`config.mk`:
```
export PLATFORM = sky130hd
export DESIGN_NAME = mrd_dft_top
export DESIGN_NICKNAME = d
export VERILOG_FILES = /design/src/verilog/mrd_pkg.sv /design/src/verilog/mrd_ram_bank.sv /design/src/verilog/mrd_sink_agu.sv /design/src/verilog/mrd_stage_rd.sv /design/src/verilog/mrd_stage_wr.sv /design/src/verilog/mrd_rdx2_core.sv /design/src/verilog/mrd_source_agu.sv /design/src/verilog/mrd_mem_top.sv /design/src/verilog/mrd_dft_top.sv
export SDC_FILE = /design/constraint.sdc
export NUM_CORES = 2
export LEC_CHECK = 0
export BUFFER_PORTS_ARGS = -buffer_cell sky130_fd_sc_hd__buf_2
export CORE_ASPECT_RATIO = 0.75
export CORE_UTILIZATION = 52
export CTS_CLUSTER_DIAMETER = 80
export DETAILED_ROUTE_END_ITERATION = 10
export PLACE_DENSITY = 0.74
export SKIP_CTS_REPAIR_TIMING = 1
export SYNTH_ARGS = -nofsm -noshare
export SYNTH_HDL_FRONTEND = slang
export SYNTH_SLANG_ARGS = --single-unit
```
`constraint.sdc`:
```
create_clock -name clk -period 5.3 [get_ports clk]
set_input_delay 0.265 -clock clk [delete_from_list [all_inputs] [get_ports clk]]
set_output_delay 0.265 -clock clk [all_outputs]
set_load 0.05 [all_outputs]
```
`src/verilog/mrd_pkg.sv`:
```
// Shared widths, packet limits, pipeline latencies and the memory FSM state type
`default_nettype none

package mrd_pkg;

	// ----------------------------------------
	// Data path
	// ----------------------------------------
	// One real or imaginary part in two's complement
	localparam int W_DATA = 18;

	// ----------------------------------------
	// Packet geometry
	// ----------------------------------------
	// Largest packet holds 2**MAX_LOG samples
	localparam int MAX_LOG = 6;
	// Sample index inside a packet
	localparam int W_IDX = 6;
	// Address inside one bank is the index without bit 0
	localparam int W_ADDR = 5;
	// Holds log2(N) from 2 to 6
	localparam int W_LOG = 3;

	// ----------------------------------------
	// Timing
	// ----------------------------------------
	// Idle cycles in Sink before the packet is dropped
	localparam int SINK_TIMEOUT = 32;
	// Butterfly pipeline depth
	localparam int CORE_LATENCY = 2;
	// Bank read from address to data
	localparam int RD_LATENCY = 1;

	// Memory FSM
	typedef enum logic [2:0] {
		ST_IDLE        = 3'd0,
		ST_SINK        = 3'd1,
		ST_RD          = 3'd2,
		ST_WAIT_WR_END = 3'd3,
		ST_SOURCE      = 3'd4
	} mem_state_t;

endpackage

`default_nettype wire

```
`src/verilog/mrd_ram_bank.sv`:
```
// Simple dual-port sample bank with one write and one registered read per cycle
`timescale 1ns/100ps
`default_nettype none

module mrd_ram_bank (
	input  wire                        clk,
	input  wire                        wr_en,
	input  wire  [mrd_pkg::W_ADDR-1:0] wr_addr,
	input  wire  [mrd_pkg::W_DATA-1:0] wr_real,
	input  wire  [mrd_pkg::W_DATA-1:0] wr_imag,
	input  wire                        rd_en,
	input  wire  [mrd_pkg::W_ADDR-1:0] rd_addr,
	output logic [mrd_pkg::W_DATA-1:0] rd_real,
	output logic [mrd_pkg::W_DATA-1:0] rd_imag
);
	import mrd_pkg::*;

	// Real part in the upper half of each word
	logic [2*W_DATA-1:0] mem [1 << W_ADDR];

	always_ff @(posedge clk) begin
		if (wr_en) begin
			mem[wr_addr] <= {wr_real, wr_imag};
		end
	end

	// Output holds between read enables
	always_ff @(posedge clk) begin
		if (rd_en) begin
			{rd_real, rd_imag} <= mem[rd_addr];
		end
	end

	// The sequencing never reads a word in the cycle it is rewritten
	a_no_rw_collision: assert property (@(posedge clk)
		!(wr_en && rd_en && (wr_addr == rd_addr)))
		else $error("bank read and write at address %0d in one cycle", rd_addr);

endmodule

`default_nettype wire

```
`src/verilog/mrd_sink_agu.sv`:
```
// Sink address generator with sample counter, parity bank mapping and idle timeout
`timescale 1ns/100ps
`default_nettype none

module mrd_sink_agu (
	input  wire                        clk,
	input  wire                        rst_n,
	input  wire                        active,
	input  wire                        in_valid,
	input  wire  [mrd_pkg::W_LOG-1:0]  size_log,
	output logic                       wr_en,
	output logic                       wr_bank,
	output logic [mrd_pkg::W_ADDR-1:0] wr_addr,
	output logic                       sink_done,
	output logic                       over_time
);
	import mrd_pkg::*;

	logic [W_IDX-1:0]                cnt;
	logic [W_IDX-1:0]                last_idx;
	logic [$clog2(SINK_TIMEOUT)-1:0] idle_cnt;
	logic                            accept;

	assign accept = active && in_valid;

	// N-1 is a mask of size_log ones
	assign last_idx  = {W_IDX{1'b1}} >> (MAX_LOG - size_log);
	assign sink_done = accept && (cnt == last_idx);
	assign over_time = active && !in_valid && (idle_cnt == SINK_TIMEOUT - 1);

	// Sample and idle counters
	// Both restart whenever the sink is not active
	always_ff @(posedge clk) begin
		if (!rst_n || !active) begin
			cnt      <= '0;
			idle_cnt <= '0;
		end else if (in_valid) begin
			cnt      <= cnt + 1'b1;
			idle_cnt <= '0;
		end else begin
			idle_cnt <= idle_cnt + 1'b1;
		end
	end

	// ----------------------------------------
	// Write port
	// ----------------------------------------
	// One cycle late to line up with the input data register
	always_ff @(posedge clk) begin
		if (!rst_n) begin
			wr_en <= 1'b0;
		end else begin
			wr_en <= accept;
		end
	end

	// Bank by XOR parity of the index
	always_ff @(posedge clk) begin
		wr_bank <= ^cnt;
		wr_addr <= cnt[W_IDX-1:1];
	end

endmodule

`default_nettype wire

```
`src/verilog/mrd_stage_rd.sv`:
```
// Butterfly pair generator and read-side bank addressing for one stage
`timescale 1ns/100ps
`default_nettype none

module mrd_stage_rd (
	input  wire                        clk,
	input  wire                        rst_n,
	input  wire                        start,
	input  wire  [mrd_pkg::W_LOG-1:0]  stage,
	input  wire  [mrd_pkg::W_LOG-1:0]  size_log,
	output logic                       issue,
	output logic [mrd_pkg::W_IDX-1:0]  idx_a,
	output logic [mrd_pkg::W_IDX-1:0]  idx_b,
	output logic                       rd_en,
	output logic [mrd_pkg::W_ADDR-1:0] rd_addr_0,
	output logic [mrd_pkg::W_ADDR-1:0] rd_addr_1,
	output logic                       swap,
	output logic                       rd_end
);
	import mrd_pkg::*;

	logic [W_IDX-2:0] pair_cnt;
	logic [W_IDX-2:0] last_pair;
	logic [W_LOG-1:0] span_pos;
	logic [W_IDX-1:0] low_mask;
	logic [W_IDX-1:0] pair_ext;
	logic             a_in_bank1;

	// start stays high for the whole read phase
	// One pair leaves per cycle
	assign issue = start;
	assign rd_en = start;

	// ----------------------------------------
	// Pair index
	// ----------------------------------------
	// Span is N >> (stage+1) so its bit sits at log2(N)-1-stage
	assign span_pos  = size_log - stage - 1'b1;
	assign low_mask  = (W_IDX'(1) << span_pos) - 1'b1;
	assign pair_ext  = {1'b0, pair_cnt};
	assign last_pair = {(W_IDX-1){1'b1}} >> (MAX_LOG - size_log);

	// Zero inserted at the span bit
	assign idx_a = ((pair_ext & ~low_mask) << 1) | (pair_ext & low_mask);
	assign idx_b = idx_a | (low_mask + 1'b1);

	assign rd_end = start && (pair_cnt == last_pair);

	always_ff @(posedge clk) begin
		if (!rst_n || !start) begin
			pair_cnt <= '0;
		end else begin
			pair_cnt <= pair_cnt + 1'b1;
		end
	end

	// ----------------------------------------
	// Bank addressing
	// ----------------------------------------
	// Pair members differ in one bit
	// so they always sit in opposite banks
	assign a_in_bank1 = ^idx_a;
	assign rd_addr_0  = a_in_bank1 ? idx_b[W_IDX-1:1] : idx_a[W_IDX-1:1];
	assign rd_addr_1  = a_in_bank1 ? idx_a[W_IDX-1:1] : idx_b[W_IDX-1:1];

	// Operand routing follows the bank read by one cycle
	always_ff @(posedge clk) begin
		if (!rst_n) begin
			swap <= 1'b0;
		end else begin
			swap <= a_in_bank1;
		end
	end

endmodule

`default_nettype wire

```
`src/verilog/mrd_stage_wr.sv`:
```
// Pair index delay line and write-back bank addressing for butterfly results
`timescale 1ns/100ps
`default_nettype none

module mrd_stage_wr (
	input  wire                        clk,
	input  wire                        rst_n,
	input  wire                        issue,
	input  wire  [mrd_pkg::W_IDX-1:0]  idx_a,
	input  wire  [mrd_pkg::W_IDX-1:0]  idx_b,
	input  wire                        res_valid,
	input  wire  [mrd_pkg::W_DATA-1:0] res_a_real,
	input  wire  [mrd_pkg::W_DATA-1:0] res_a_imag,
	input  wire  [mrd_pkg::W_DATA-1:0] res_b_real,
	input  wire  [mrd_pkg::W_DATA-1:0] res_b_imag,
	output logic                       wr_en,
	output logic [mrd_pkg::W_ADDR-1:0] wr_addr_0,
	output logic [mrd_pkg::W_ADDR-1:0] wr_addr_1,
	output logic [mrd_pkg::W_DATA-1:0] wr_real_0,
	output logic [mrd_pkg::W_DATA-1:0] wr_imag_0,
	output logic [mrd_pkg::W_DATA-1:0] wr_real_1,
	output logic [mrd_pkg::W_DATA-1:0] wr_imag_1,
	input  wire                        last_issue,
	output logic                       wr_end
);
	import mrd_pkg::*;

	// One slot per cycle of bank read plus core
	logic [RD_LATENCY+CORE_LATENCY-1:0] vld_d;
	logic [RD_LATENCY+CORE_LATENCY-1:0] last_d;
	logic [W_IDX-1:0] a_d [RD_LATENCY+CORE_LATENCY];
	logic [W_IDX-1:0] b_d [RD_LATENCY+CORE_LATENCY];
	logic [W_IDX-1:0] wa;
	logic [W_IDX-1:0] wb;
	logic             a_in_bank1;

	always_ff @(posedge clk) begin
		if (!rst_n) begin
			vld_d  <= '0;
			last_d <= '0;
		end else begin
			vld_d  <= {vld_d[RD_LATENCY+CORE_LATENCY-2:0], issue};
			last_d <= {last_d[RD_LATENCY+CORE_LATENCY-2:0], last_issue};
		end
	end

	// Several pairs in flight at once
	always_ff @(posedge clk) begin
		a_d[0] <= idx_a;
		b_d[0] <= idx_b;
		for (int i = 1; i < RD_LATENCY + CORE_LATENCY; i++) begin
			a_d[i] <= a_d[i-1];
			b_d[i] <= b_d[i-1];
		end
	end

	assign wa = a_d[RD_LATENCY+CORE_LATENCY-1];
	assign wb = b_d[RD_LATENCY+CORE_LATENCY-1];

	// Each result goes back to the bank that owns its index
	assign a_in_bank1 = ^wa;
	assign wr_en      = res_valid;
	assign wr_addr_0  = a_in_bank1 ? wb[W_IDX-1:1] : wa[W_IDX-1:1];
	assign wr_addr_1  = a_in_bank1 ? wa[W_IDX-1:1] : wb[W_IDX-1:1];
	assign wr_real_0  = a_in_bank1 ? res_b_real : res_a_real;
	assign wr_imag_0  = a_in_bank1 ? res_b_imag : res_a_imag;
	assign wr_real_1  = a_in_bank1 ? res_a_real : res_b_real;
	assign wr_imag_1  = a_in_bank1 ? res_a_imag : res_b_imag;

	assign wr_end = res_valid && last_d[RD_LATENCY+CORE_LATENCY-1];

	// Core output must line up with the delayed pair indices
	a_res_aligned: assert property (@(posedge clk) disable iff (!rst_n)
		res_valid == vld_d[RD_LATENCY+CORE_LATENCY-1])
		else $error("butterfly result out of step with issued pair");

endmodule

`default_nettype wire

```
`src/verilog/mrd_rdx2_core.sv`:
```
// Two-cycle radix-2 butterfly with halved sum and difference outputs
`timescale 1ns/100ps
`default_nettype none

module mrd_rdx2_core (
	input  wire                        clk,
	input  wire                        rst_n,
	input  wire                        bf_valid,
	input  wire  [mrd_pkg::W_DATA-1:0] bf_a_real,
	input  wire  [mrd_pkg::W_DATA-1:0] bf_a_imag,
	input  wire  [mrd_pkg::W_DATA-1:0] bf_b_real,
	input  wire  [mrd_pkg::W_DATA-1:0] bf_b_imag,
	output logic                       res_valid,
	output logic [mrd_pkg::W_DATA-1:0] res_a_real,
	output logic [mrd_pkg::W_DATA-1:0] res_a_imag,
	output logic [mrd_pkg::W_DATA-1:0] res_b_real,
	output logic [mrd_pkg::W_DATA-1:0] res_b_imag
);
	import mrd_pkg::*;

	// One guard bit so the sum cannot overflow
	logic [W_DATA:0] sum_re;
	logic [W_DATA:0] sum_im;
	logic [W_DATA:0] dif_re;
	logic [W_DATA:0] dif_im;
	logic            s1_valid;

	always_ff @(posedge clk) begin
		if (!rst_n) begin
			s1_valid  <= 1'b0;
			res_valid <= 1'b0;
		end else begin
			s1_valid  <= bf_valid;
			res_valid <= s1_valid;
		end
	end

	// Stage 1 with sign-extended operands
	always_ff @(posedge clk) begin
		sum_re <= {bf_a_real[W_DATA-1], bf_a_real} + {bf_b_real[W_DATA-1], bf_b_real};
		sum_im <= {bf_a_imag[W_DATA-1], bf_a_imag} + {bf_b_imag[W_DATA-1], bf_b_imag};
		dif_re <= {bf_a_real[W_DATA-1], bf_a_real} - {bf_b_real[W_DATA-1], bf_b_real};
		dif_im <= {bf_a_imag[W_DATA-1], bf_a_imag} - {bf_b_imag[W_DATA-1], bf_b_imag};
	end

	// Stage 2 drops bit 0 as an arithmetic halving
	always_ff @(posedge clk) begin
		res_a_real <= sum_re[W_DATA:1];
		res_a_imag <= sum_im[W_DATA:1];
		res_b_real <= dif_re[W_DATA:1];
		res_b_imag <= dif_im[W_DATA:1];
	end

endmodule

`default_nettype wire

```
`src/verilog/mrd_source_agu.sv`:
```
// Source address generator for natural-order readout and output framing
`timescale 1ns/100ps
`default_nettype none

module mrd_source_agu (
	input  wire                        clk,
	input  wire                        rst_n,
	input  wire                        start,
	input  wire  [mrd_pkg::W_LOG-1:0]  size_log,
	output logic                       rd_en,
	output logic [mrd_pkg::W_ADDR-1:0] rd_addr,
	output logic                       rd_bank,
	output logic                       out_valid,
	output logic                       out_sop,
	output logic                       out_eop,
	output logic                       source_end
);
	import mrd_pkg::*;

	logic [W_IDX-1:0] idx;
	logic [W_IDX-1:0] last_idx;
	logic             valid_d;
	logic             sop_d;
	logic             eop_d;

	assign last_idx = {W_IDX{1'b1}} >> (MAX_LOG - size_log);

	// Both banks read at the same address
	// and the owning bank is picked afterwards
	assign rd_en      = start;
	assign rd_addr    = idx[W_IDX-1:1];
	assign source_end = start && (idx == last_idx);

	always_ff @(posedge clk) begin
		if (!rst_n || !start) begin
			idx <= '0;
		end else begin
			idx <= idx + 1'b1;
		end
	end

	// ----------------------------------------
	// Framing pipeline
	// ----------------------------------------
	// First register matches the bank read
	// second one matches the output data register
	always_ff @(posedge clk) begin
		if (!rst_n) begin
			valid_d   <= 1'b0;
			sop_d     <= 1'b0;
			eop_d     <= 1'b0;
			out_valid <= 1'b0;
			out_sop   <= 1'b0;
			out_eop   <= 1'b0;
		end else begin
			valid_d   <= start;
			sop_d     <= start && (idx == '0);
			eop_d     <= source_end;
			out_valid <= valid_d;
			out_sop   <= sop_d;
			out_eop   <= eop_d;
		end
	end

	// Bank select valid while the read data is on the bank outputs
	always_ff @(posedge clk) begin
		rd_bank <= ^idx;
	end

endmodule

`default_nettype wire

```
`src/verilog/mrd_mem_top.sv`:
```
// Memory top with FSM, stage counter, bank port switches and the two banks
`timescale 1ns/100ps
`default_nettype none

module mrd_mem_top (
	input  wire                        clk,
	input  wire                        rst_n,
	input  wire                        in_valid,
	input  wire                        in_sop,
	input  wire  [mrd_pkg::W_LOG-1:0]  in_size_log,
	input  wire  [mrd_pkg::W_DATA-1:0] in_real,
	input  wire  [mrd_pkg::W_DATA-1:0] in_imag,
	output logic                       sink_ready,
	output mrd_pkg::mem_state_t        state,
	output logic                       bf_valid,
	output logic [mrd_pkg::W_DATA-1:0] bf_a_real,
	output logic [mrd_pkg::W_DATA-1:0] bf_a_imag,
	output logic [mrd_pkg::W_DATA-1:0] bf_b_real,
	output logic [mrd_pkg::W_DATA-1:0] bf_b_imag,
	input  wire                        res_valid,
	input  wire  [mrd_pkg::W_DATA-1:0] res_a_real,
	input  wire  [mrd_pkg::W_DATA-1:0] res_a_imag,
	input  wire  [mrd_pkg::W_DATA-1:0] res_b_real,
	input  wire  [mrd_pkg::W_DATA-1:0] res_b_imag,
	output logic                       out_valid,
	output logic                       out_sop,
	output logic                       out_eop,
	output logic [mrd_pkg::W_DATA-1:0] out_real,
	output logic [mrd_pkg::W_DATA-1:0] out_imag
);
	import mrd_pkg::*;

	logic [W_LOG-1:0]  size_r;
	logic [W_LOG-1:0]  size_sel;
	logic [W_LOG-1:0]  stage;
	logic              last_stage;
	logic [W_DATA-1:0] in_real_r;
	logic [W_DATA-1:0] in_imag_r;

	// Sink unit
	logic              sink_active;
	logic              sink_wr_en;
	logic              sink_wr_bank;
	logic [W_ADDR-1:0] sink_wr_addr;
	logic              sink_done;
	logic              over_time;

	// Stage read and write units
	logic              stg_issue;
	logic              stg_rd_en;
	logic              stg_swap;
	logic              rd_end;
	logic [W_IDX-1:0]  idx_a;
	logic [W_IDX-1:0]  idx_b;
	logic [W_ADDR-1:0] stg_rd_addr [2];
	logic              stg_wr_en;
	logic              wr_end;
	logic [W_ADDR-1:0] stg_wr_addr [2];
	logic [W_DATA-1:0] stg_wr_real [2];
	logic [W_DATA-1:0] stg_wr_imag [2];

	// Source unit
	logic              src_rd_en;
	logic              src_bank;
	logic              source_end;
	logic [W_ADDR-1:0] src_rd_addr;

	// Bank ports after the switches
	logic              bank_wr_en   [2];
	logic [W_ADDR-1:0] bank_wr_addr [2];
	logic [W_DATA-1:0] bank_wr_real [2];
	logic [W_DATA-1:0] bank_wr_imag [2];
	logic              bank_rd_en   [2];
	logic [W_ADDR-1:0] bank_rd_addr [2];
	logic [W_DATA-1:0] q_real       [2];
	logic [W_DATA-1:0] q_imag       [2];

	// ----------------------------------------
	// FSM and stage counter
	// ----------------------------------------
	assign sink_ready  = (state == ST_IDLE);
	assign sink_active = ((state == ST_IDLE) && in_sop) || (state == ST_SINK);
	// Size is taken straight from the input on the sop sample
	assign size_sel    = (state == ST_IDLE) ? in_size_log : size_r;
	assign last_stage  = (stage == size_r - 1'b1);

	always_ff @(posedge clk) begin
		if (!rst_n) begin
			state  <= ST_IDLE;
			stage  <= '0;
			size_r <= '0;
		end else begin
			case (state)
				ST_IDLE: begin
					stage <= '0;
					if (in_valid && in_sop) begin
						size_r <= in_size_log;
						state  <= ST_SINK;
					end
				end
				ST_SINK: begin
					if (sink_done) begin
						state <= ST_RD;
					end else if (over_time) begin
						state <= ST_IDLE;
					end
				end
				ST_RD: begin
					if (rd_end) begin
						state <= ST_WAIT_WR_END;
					end
				end
				// Next stage only after the last write of this one
				ST_WAIT_WR_END: begin
					if (wr_end && last_stage) begin
						state <= ST_SOURCE;
					end else if (wr_end) begin
						stage <= stage + 1'b1;
						state <= ST_RD;
					end
				end
				ST_SOURCE: begin
					if (source_end) begin
						state <= ST_IDLE;
					end
				end
				default: state <= ST_IDLE;
			endcase
		end
	end

	// Input register in step with the sink write port
	always_ff @(posedge clk) begin
		in_real_r <= in_real;
		in_imag_r <= in_imag;
	end

	// ----------------------------------------
	// Bank port switches
	// ----------------------------------------
	// Last sink write lands in the first Rd cycle
	// so writes are switched by enable and not by state
	for (genvar b = 0; b < 2; b++) begin : g_bank
		assign bank_wr_en[b]   = sink_wr_en ? (sink_wr_bank == 1'(b)) : stg_wr_en;
		assign bank_wr_addr[b] = sink_wr_en ? sink_wr_addr : stg_wr_addr[b];
		assign bank_wr_real[b] = sink_wr_en ? in_real_r : stg_wr_real[b];
		assign bank_wr_imag[b] = sink_wr_en ? in_imag_r : stg_wr_imag[b];
		assign bank_rd_en[b]   = (state == ST_RD) ? stg_rd_en : src_rd_en;
		assign bank_rd_addr[b] = (state == ST_RD) ? stg_rd_addr[b] : src_rd_addr;

		mrd_ram_bank u_bank (
			.clk     (clk),
			.wr_en   (bank_wr_en[b]),
			.wr_addr (bank_wr_addr[b]),
			.wr_real (bank_wr_real[b]),
			.wr_imag (bank_wr_imag[b]),
			.rd_en   (bank_rd_en[b]),
			.rd_addr (bank_rd_addr[b]),
			.rd_real (q_real[b]),
			.rd_imag (q_imag[b])
		);
	end

	// Operands to the core
	always_ff @(posedge clk) begin
		if (!rst_n) begin
			bf_valid <= 1'b0;
		end else begin
			bf_valid <= stg_issue;
		end
	end

	assign bf_a_real = stg_swap ? q_real[1] : q_real[0];
	assign bf_a_imag = stg_swap ? q_imag[1] : q_imag[0];
	assign bf_b_real = stg_swap ? q_real[0] : q_real[1];
	assign bf_b_imag = stg_swap ? q_imag[0] : q_imag[1];

	// Output data register
	always_ff @(posedge clk) begin
		out_real <= src_bank ? q_real[1] : q_real[0];
		out_imag <= src_bank ? q_imag[1] : q_imag[0];
	end

	// ----------------------------------------
	// Address units
	// ----------------------------------------
	mrd_sink_agu u_sink (
		.clk       (clk),
		.rst_n     (rst_n),
		.active    (sink_active),
		.in_valid  (in_valid),
		.size_log  (size_sel),
		.wr_en     (sink_wr_en),
		.wr_bank   (sink_wr_bank),
		.wr_addr   (sink_wr_addr),
		.sink_done (sink_done),
		.over_time (over_time)
	);

	mrd_stage_rd u_stage_rd (
		.clk       (clk),
		.rst_n     (rst_n),
		.start     (state == ST_RD),
		.stage     (stage),
		.size_log  (size_r),
		.issue     (stg_issue),
		.idx_a     (idx_a),
		.idx_b     (idx_b),
		.rd_en     (stg_rd_en),
		.rd_addr_0 (stg_rd_addr[0]),
		.rd_addr_1 (stg_rd_addr[1]),
		.swap      (stg_swap),
		.rd_end    (rd_end)
	);

	mrd_stage_wr u_stage_wr (
		.clk        (clk),
		.rst_n      (rst_n),
		.issue      (stg_issue),
		.idx_a      (idx_a),
		.idx_b      (idx_b),
		.res_valid  (res_valid),
		.res_a_real (res_a_real),
		.res_a_imag (res_a_imag),
		.res_b_real (res_b_real),
		.res_b_imag (res_b_imag),
		.wr_en      (stg_wr_en),
		.wr_addr_0  (stg_wr_addr[0]),
		.wr_addr_1  (stg_wr_addr[1]),
		.wr_real_0  (stg_wr_real[0]),
		.wr_imag_0  (stg_wr_imag[0]),
		.wr_real_1  (stg_wr_real[1]),
		.wr_imag_1  (stg_wr_imag[1]),
		.last_issue (rd_end),
		.wr_end     (wr_end)
	);

	mrd_source_agu u_source (
		.clk        (clk),
		.rst_n      (rst_n),
		.start      (state == ST_SOURCE),
		.size_log   (size_r),
		.rd_en      (src_rd_en),
		.rd_addr    (src_rd_addr),
		.rd_bank    (src_bank),
		.out_valid  (out_valid),
		.out_sop    (out_sop),
		.out_eop    (out_eop),
		.source_end (source_end)
	);

	// Sink fill and stage write-back never overlap
	a_one_writer: assert property (@(posedge clk) disable iff (!rst_n)
		!(sink_wr_en && stg_wr_en))
		else $error("sink and stage writer active in the same cycle");

endmodule

`default_nettype wire

```
`src/verilog/mrd_dft_top.sv`:
```
// Transform engine top joining the memory top and the radix-2 core
`timescale 1ns/100ps
`default_nettype none

module mrd_dft_top (
	input  wire                        clk,
	input  wire                        rst_n,
	input  wire                        in_valid,
	input  wire                        in_sop,
	input  wire  [mrd_pkg::W_LOG-1:0]  in_size_log,
	input  wire  [mrd_pkg::W_DATA-1:0] in_real,
	input  wire  [mrd_pkg::W_DATA-1:0] in_imag,
	output logic                       sink_ready,
	output mrd_pkg::mem_state_t        state,
	output logic                       out_valid,
	output logic                       out_sop,
	output logic                       out_eop,
	output logic [mrd_pkg::W_DATA-1:0] out_real,
	output logic [mrd_pkg::W_DATA-1:0] out_imag
);
	import mrd_pkg::*;

	// Operands to the core
	logic              bf_valid;
	logic [W_DATA-1:0] bf_a_real;
	logic [W_DATA-1:0] bf_a_imag;
	logic [W_DATA-1:0] bf_b_real;
	logic [W_DATA-1:0] bf_b_imag;

	// Results back to memory
	logic              res_valid;
	logic [W_DATA-1:0] res_a_real;
	logic [W_DATA-1:0] res_a_imag;
	logic [W_DATA-1:0] res_b_real;
	logic [W_DATA-1:0] res_b_imag;

	mrd_mem_top u_mem (
		.clk         (clk),
		.rst_n       (rst_n),
		.in_valid    (in_valid),
		.in_sop      (in_sop),
		.in_size_log (in_size_log),
		.in_real     (in_real),
		.in_imag     (in_imag),
		.sink_ready  (sink_ready),
		.state       (state),
		.bf_valid    (bf_valid),
		.bf_a_real   (bf_a_real),
		.bf_a_imag   (bf_a_imag),
		.bf_b_real   (bf_b_real),
		.bf_b_imag   (bf_b_imag),
		.res_valid   (res_valid),
		.res_a_real  (res_a_real),
		.res_a_imag  (res_a_imag),
		.res_b_real  (res_b_real),
		.res_b_imag  (res_b_imag),
		.out_valid   (out_valid),
		.out_sop     (out_sop),
		.out_eop     (out_eop),
		.out_real    (out_real),
		.out_imag    (out_imag)
	);

	mrd_rdx2_core u_core (
		.clk        (clk),
		.rst_n      (rst_n),
		.bf_valid   (bf_valid),
		.bf_a_real  (bf_a_real),
		.bf_a_imag  (bf_a_imag),
		.bf_b_real  (bf_b_real),
		.bf_b_imag  (bf_b_imag),
		.res_valid  (res_valid),
		.res_a_real (res_a_real),
		.res_a_imag (res_a_imag),
		.res_b_real (res_b_real),
		.res_b_imag (res_b_imag)
	);

endmodule

`default_nettype wire

```
==> impl_metrics.json <==
{
  "worstSkewPairLatency_ns": 0.90,
  "routabilityCongestion": 0.890,
  "synth-main-ff-cell": "edfxtp_1",
  "drv_slew": 0,
  "period_needed_ns": 5.18,
  "violations": "negative hold slack",
  "ir_drop_v": 0.000335,
  "min_period_over_period_pct": 97.8,
  "layout_commonest_cell": "edfxtp_1",
  "grt_pass1_vias": 63200,
  "setup_viol": 0,
  "seq_power_share_pct": 56.0,
  "viasPerCell": 6.33,
  "status": "finished with violations",
  "start_util_pct": 52.6,
  "p_sw_share_pct": 20.9,
  "cts_tree": "built",
  "worst_pin_slew_ns": 1.39,
  "synth-warning-count": 0,
  "dp_hpwl_mm": 164,
  "synth_cells": 7524,
  "htree_levels": 4,
  "antenna_found_initial": 1,
  "cts_made_buffers": 242,
  "synth_area_per_cell_um2": 14.2,
  "cp.arrival_ns": 5.96,
  "cts-root-buf": "clkbuf_16",
  "cap_violations": 0,
  "worst-path-buf-inv": 8,
  "synthArstFlopShare_pct": 0,
  "yosysTopAreaCell": "edfxtp_1",
  "hold_path.class": "in -> reg",
  "fin_skew_ns": 0.0822,
  "die_area_um2": 208000,
  "fin_setup_tns_ns": 0,
  "placed_cell_area_um2": 115000,
  "routed_wl_mm": 297,
  "rsz0062_at_grt": "yes",
  "wl_per_cell_um": 27.6,
  "cp.required_ns": 6.08,
  "critPathMaxStageDelay_ns": 0.41,
  "final_antenna_net_count": 0,
  "internal_power_mw": 32.7,
  "path_class": "reg -> reg",
  "grt_overflow": 0,
  "layout-drive-gt1-share_pct": 15.2,
  "io_buffers": 85,
  "cp_cell_sequence": "inv_1 > ha_1 > fa_1 > xnor3_2 > nor3_2 > inv_1 > ha_1 > buf_4 > inv_1 > nor4_1 > mux2i_1 > o311ai_4 > o211ai_2 > nand2_1 > o31ai_4 > buf_12 > buf_12 > buf_12 > nor3_1 > a211oi_1 > o22ai_1 > nor4_2 > buf_4",
  "finalHoldViolations": 1,
  "synthTopCellsByArea": "edfxtp_1 (67%), mux2i_1 (6.3%), dfxtp_1 (5.6%), nand2_1 (3.5%), nor3_1 (2.1%)",
  "yosysSeqAreaShare_pct": 72.3,
  "ctsLongestPathBuffers": 4,
  "whs_ns": -0.00259,
  "first_pass_iters": 7,
  "area_delta_synth_final_pct": 15.4,
  "stdcell_area_um2": 124000,
  "power.density_nw_per_um2": 335,
  "synth-edff-count": 2376,
  "critical-path-top-delay-family": "buffers and inverters",
  "grt_pass1_wl_mm": 422,
  "die_h_um": 395,
  "ys_seq_elements": 2677,
  "core-area_um2": 204000,
  "layout.nets": 8033,
  "drc": 0,
  "cts.sinks": 2677,
  "grt_start_max_net_pins": 80,
  "die_w_um": 526,
  "cp_slowest_cell": "fa_1",
  "rows": 143,
  "grt_use_total_pct": 27.7,
  "synth_nets": 7657,
  "path_max_fanout": 53,
  "pwr-share-comb_pct": 2.8,
  "final_cell_mix": "edfxtp_1 (2,376), nand2_1 (1,003), mux2i_1 (677)",
  "vias": 68200,
  "timing.fmax_mhz": 193,
  "p_switching_mw": 8.63,
  "p_leak_nw": 39.8,
  "synth_top_area_share_pct": 66.6,
  "p_clk_share_pct": 41.2,
  "cts.clk_slew.worst_paths_ns": 0.07,
  "yosysUniqueCellTypes": 85,
  "worst_setup_path_start_kind": "flop",
  "syn_area_um2": 107000,
  "drt-initial-drc-count": 10300,
  "worst_setup_path_end_kind": "flop",
  "boundaryPins": 86,
  "nFillCells": 14700,
  "worst_slew_margin_rel_pct": 7.02
}
synth_stat cells, types with 64 or more instances:
cell type,number
a211oi_1,219
a21oi_1,69
a31oi_1,156
and3_1,87
buf_2,117
clkbuf_1,265
dfxtp_1,301
edfxtp_1,2376
ha_1,85
inv_1,108
mux2_2,68
mux2i_1,678
nand2_1,1004
nand3_1,267
nor2_1,413
nor3_1,453
o21ai_0,121
o22ai_1,217
xnor2_1,64
flip-flops by register name (all words and copies together) (netlist names), 5 cells and up:
register,cells
u_mem.u_source.idx,6
u_core.res_b_real,18
u_mem.u_stage_wr.a_d,18
u_mem.out_real,18
u_core.sum_re,18
u_mem.u_sink.cnt,6
u_mem.out_imag,18
u_mem.g_bank.u_bank.rd_real,36
u_core.dif_re,18
u_mem.g_bank.u_bank.rd_imag,36
u_mem.g_bank.u_bank.mem,2304
u_mem.in_imag_r,18
u_mem.u_stage_rd.pair_cnt,5
u_core.res_b_imag,18
u_mem.u_sink.wr_addr,5
u_core.res_a_imag,18
u_mem.u_sink.idle_cnt,5
u_core.sum_im,18
u_core.dif_im,18
u_mem.in_real_r,18
u_core.res_a_real,18
u_mem.u_stage_wr.b_d,15
worst paths after layout:
check / startpoint / end / slack, ns / depth (start not counted)
setup reg to reg: u_mem.stage[0] / u_mem.g_bank[0].u_bank.rd_imag[8] / 0.12 / 23
setup / recovery: u_mem.stage[0] / u_mem.g_bank[0].u_bank.rd_imag[8] / 0.12 / 23
hold reg to reg: u_core.dif_im[1] / u_core.res_b_imag[0] / 0.32 / 0
hold / removal: in_real[6] / u_mem.in_real_r[6] / -0.003 / 2
power by group through the flow:
stage	clock network, mW	registers (mW)	logic (mW)
after floorplan	0	23.6	0.620
after global placement	0	23.6	1.05
after detailed placement	0	23.6	1.10
after CTS	17.1	23.2	1.10
after global routing	17.9	23.1	1.25
final	17.0	23.2	1.18
metrics by stage:
stage                     util, %  instances  worst slack, ns  total power, mW
after floorplan                 -       7524            0.240             24.2
after global placement       56.3      10200           0.0898             24.7
after detailed placement     56.3      10200           0.0398             24.7
after CTS                    60.0      10700           0.0384             41.4
after global routing         60.7      10800           -0.106             42.3
final                        60.7      10800            0.117             41.4
layer usage:
metal	up-vias	track usage, %	wire length (µm)
li1	29200	-	-
met1	33600	41.3	119000
met2	4729	39.8	127000
met3	645	5.96	39100
met4	0	10.4	12200
met5	-	0	0
final cells by class:
cell class	instances	area (µm²)	share of cell area (%)
clock buffers	298	6430	5.21
clock inverters	142	1160	0.937
diodes	1	2.50	0.00203
inverters	109	414	0.335
repair buffers	594	6280	5.08
multi-input cells	4276	28500	23.1
well taps	2682	3360	2.72
flip-flops and latches	2677	77400	62.6
cells by family after synthesis:
kind of cell	after synthesis	synth area share, %
buffers and inverters	572	2.41
muxes	746	7.05
and+or+nand+nor	2359	9.88
xor gates and xnor gates	90	0.765
adders and majority gates	90	1.09
AOI/OAI and AO/OA	990	6.53
DFF	2677	72.3
(Power assumes the default switching activity.)
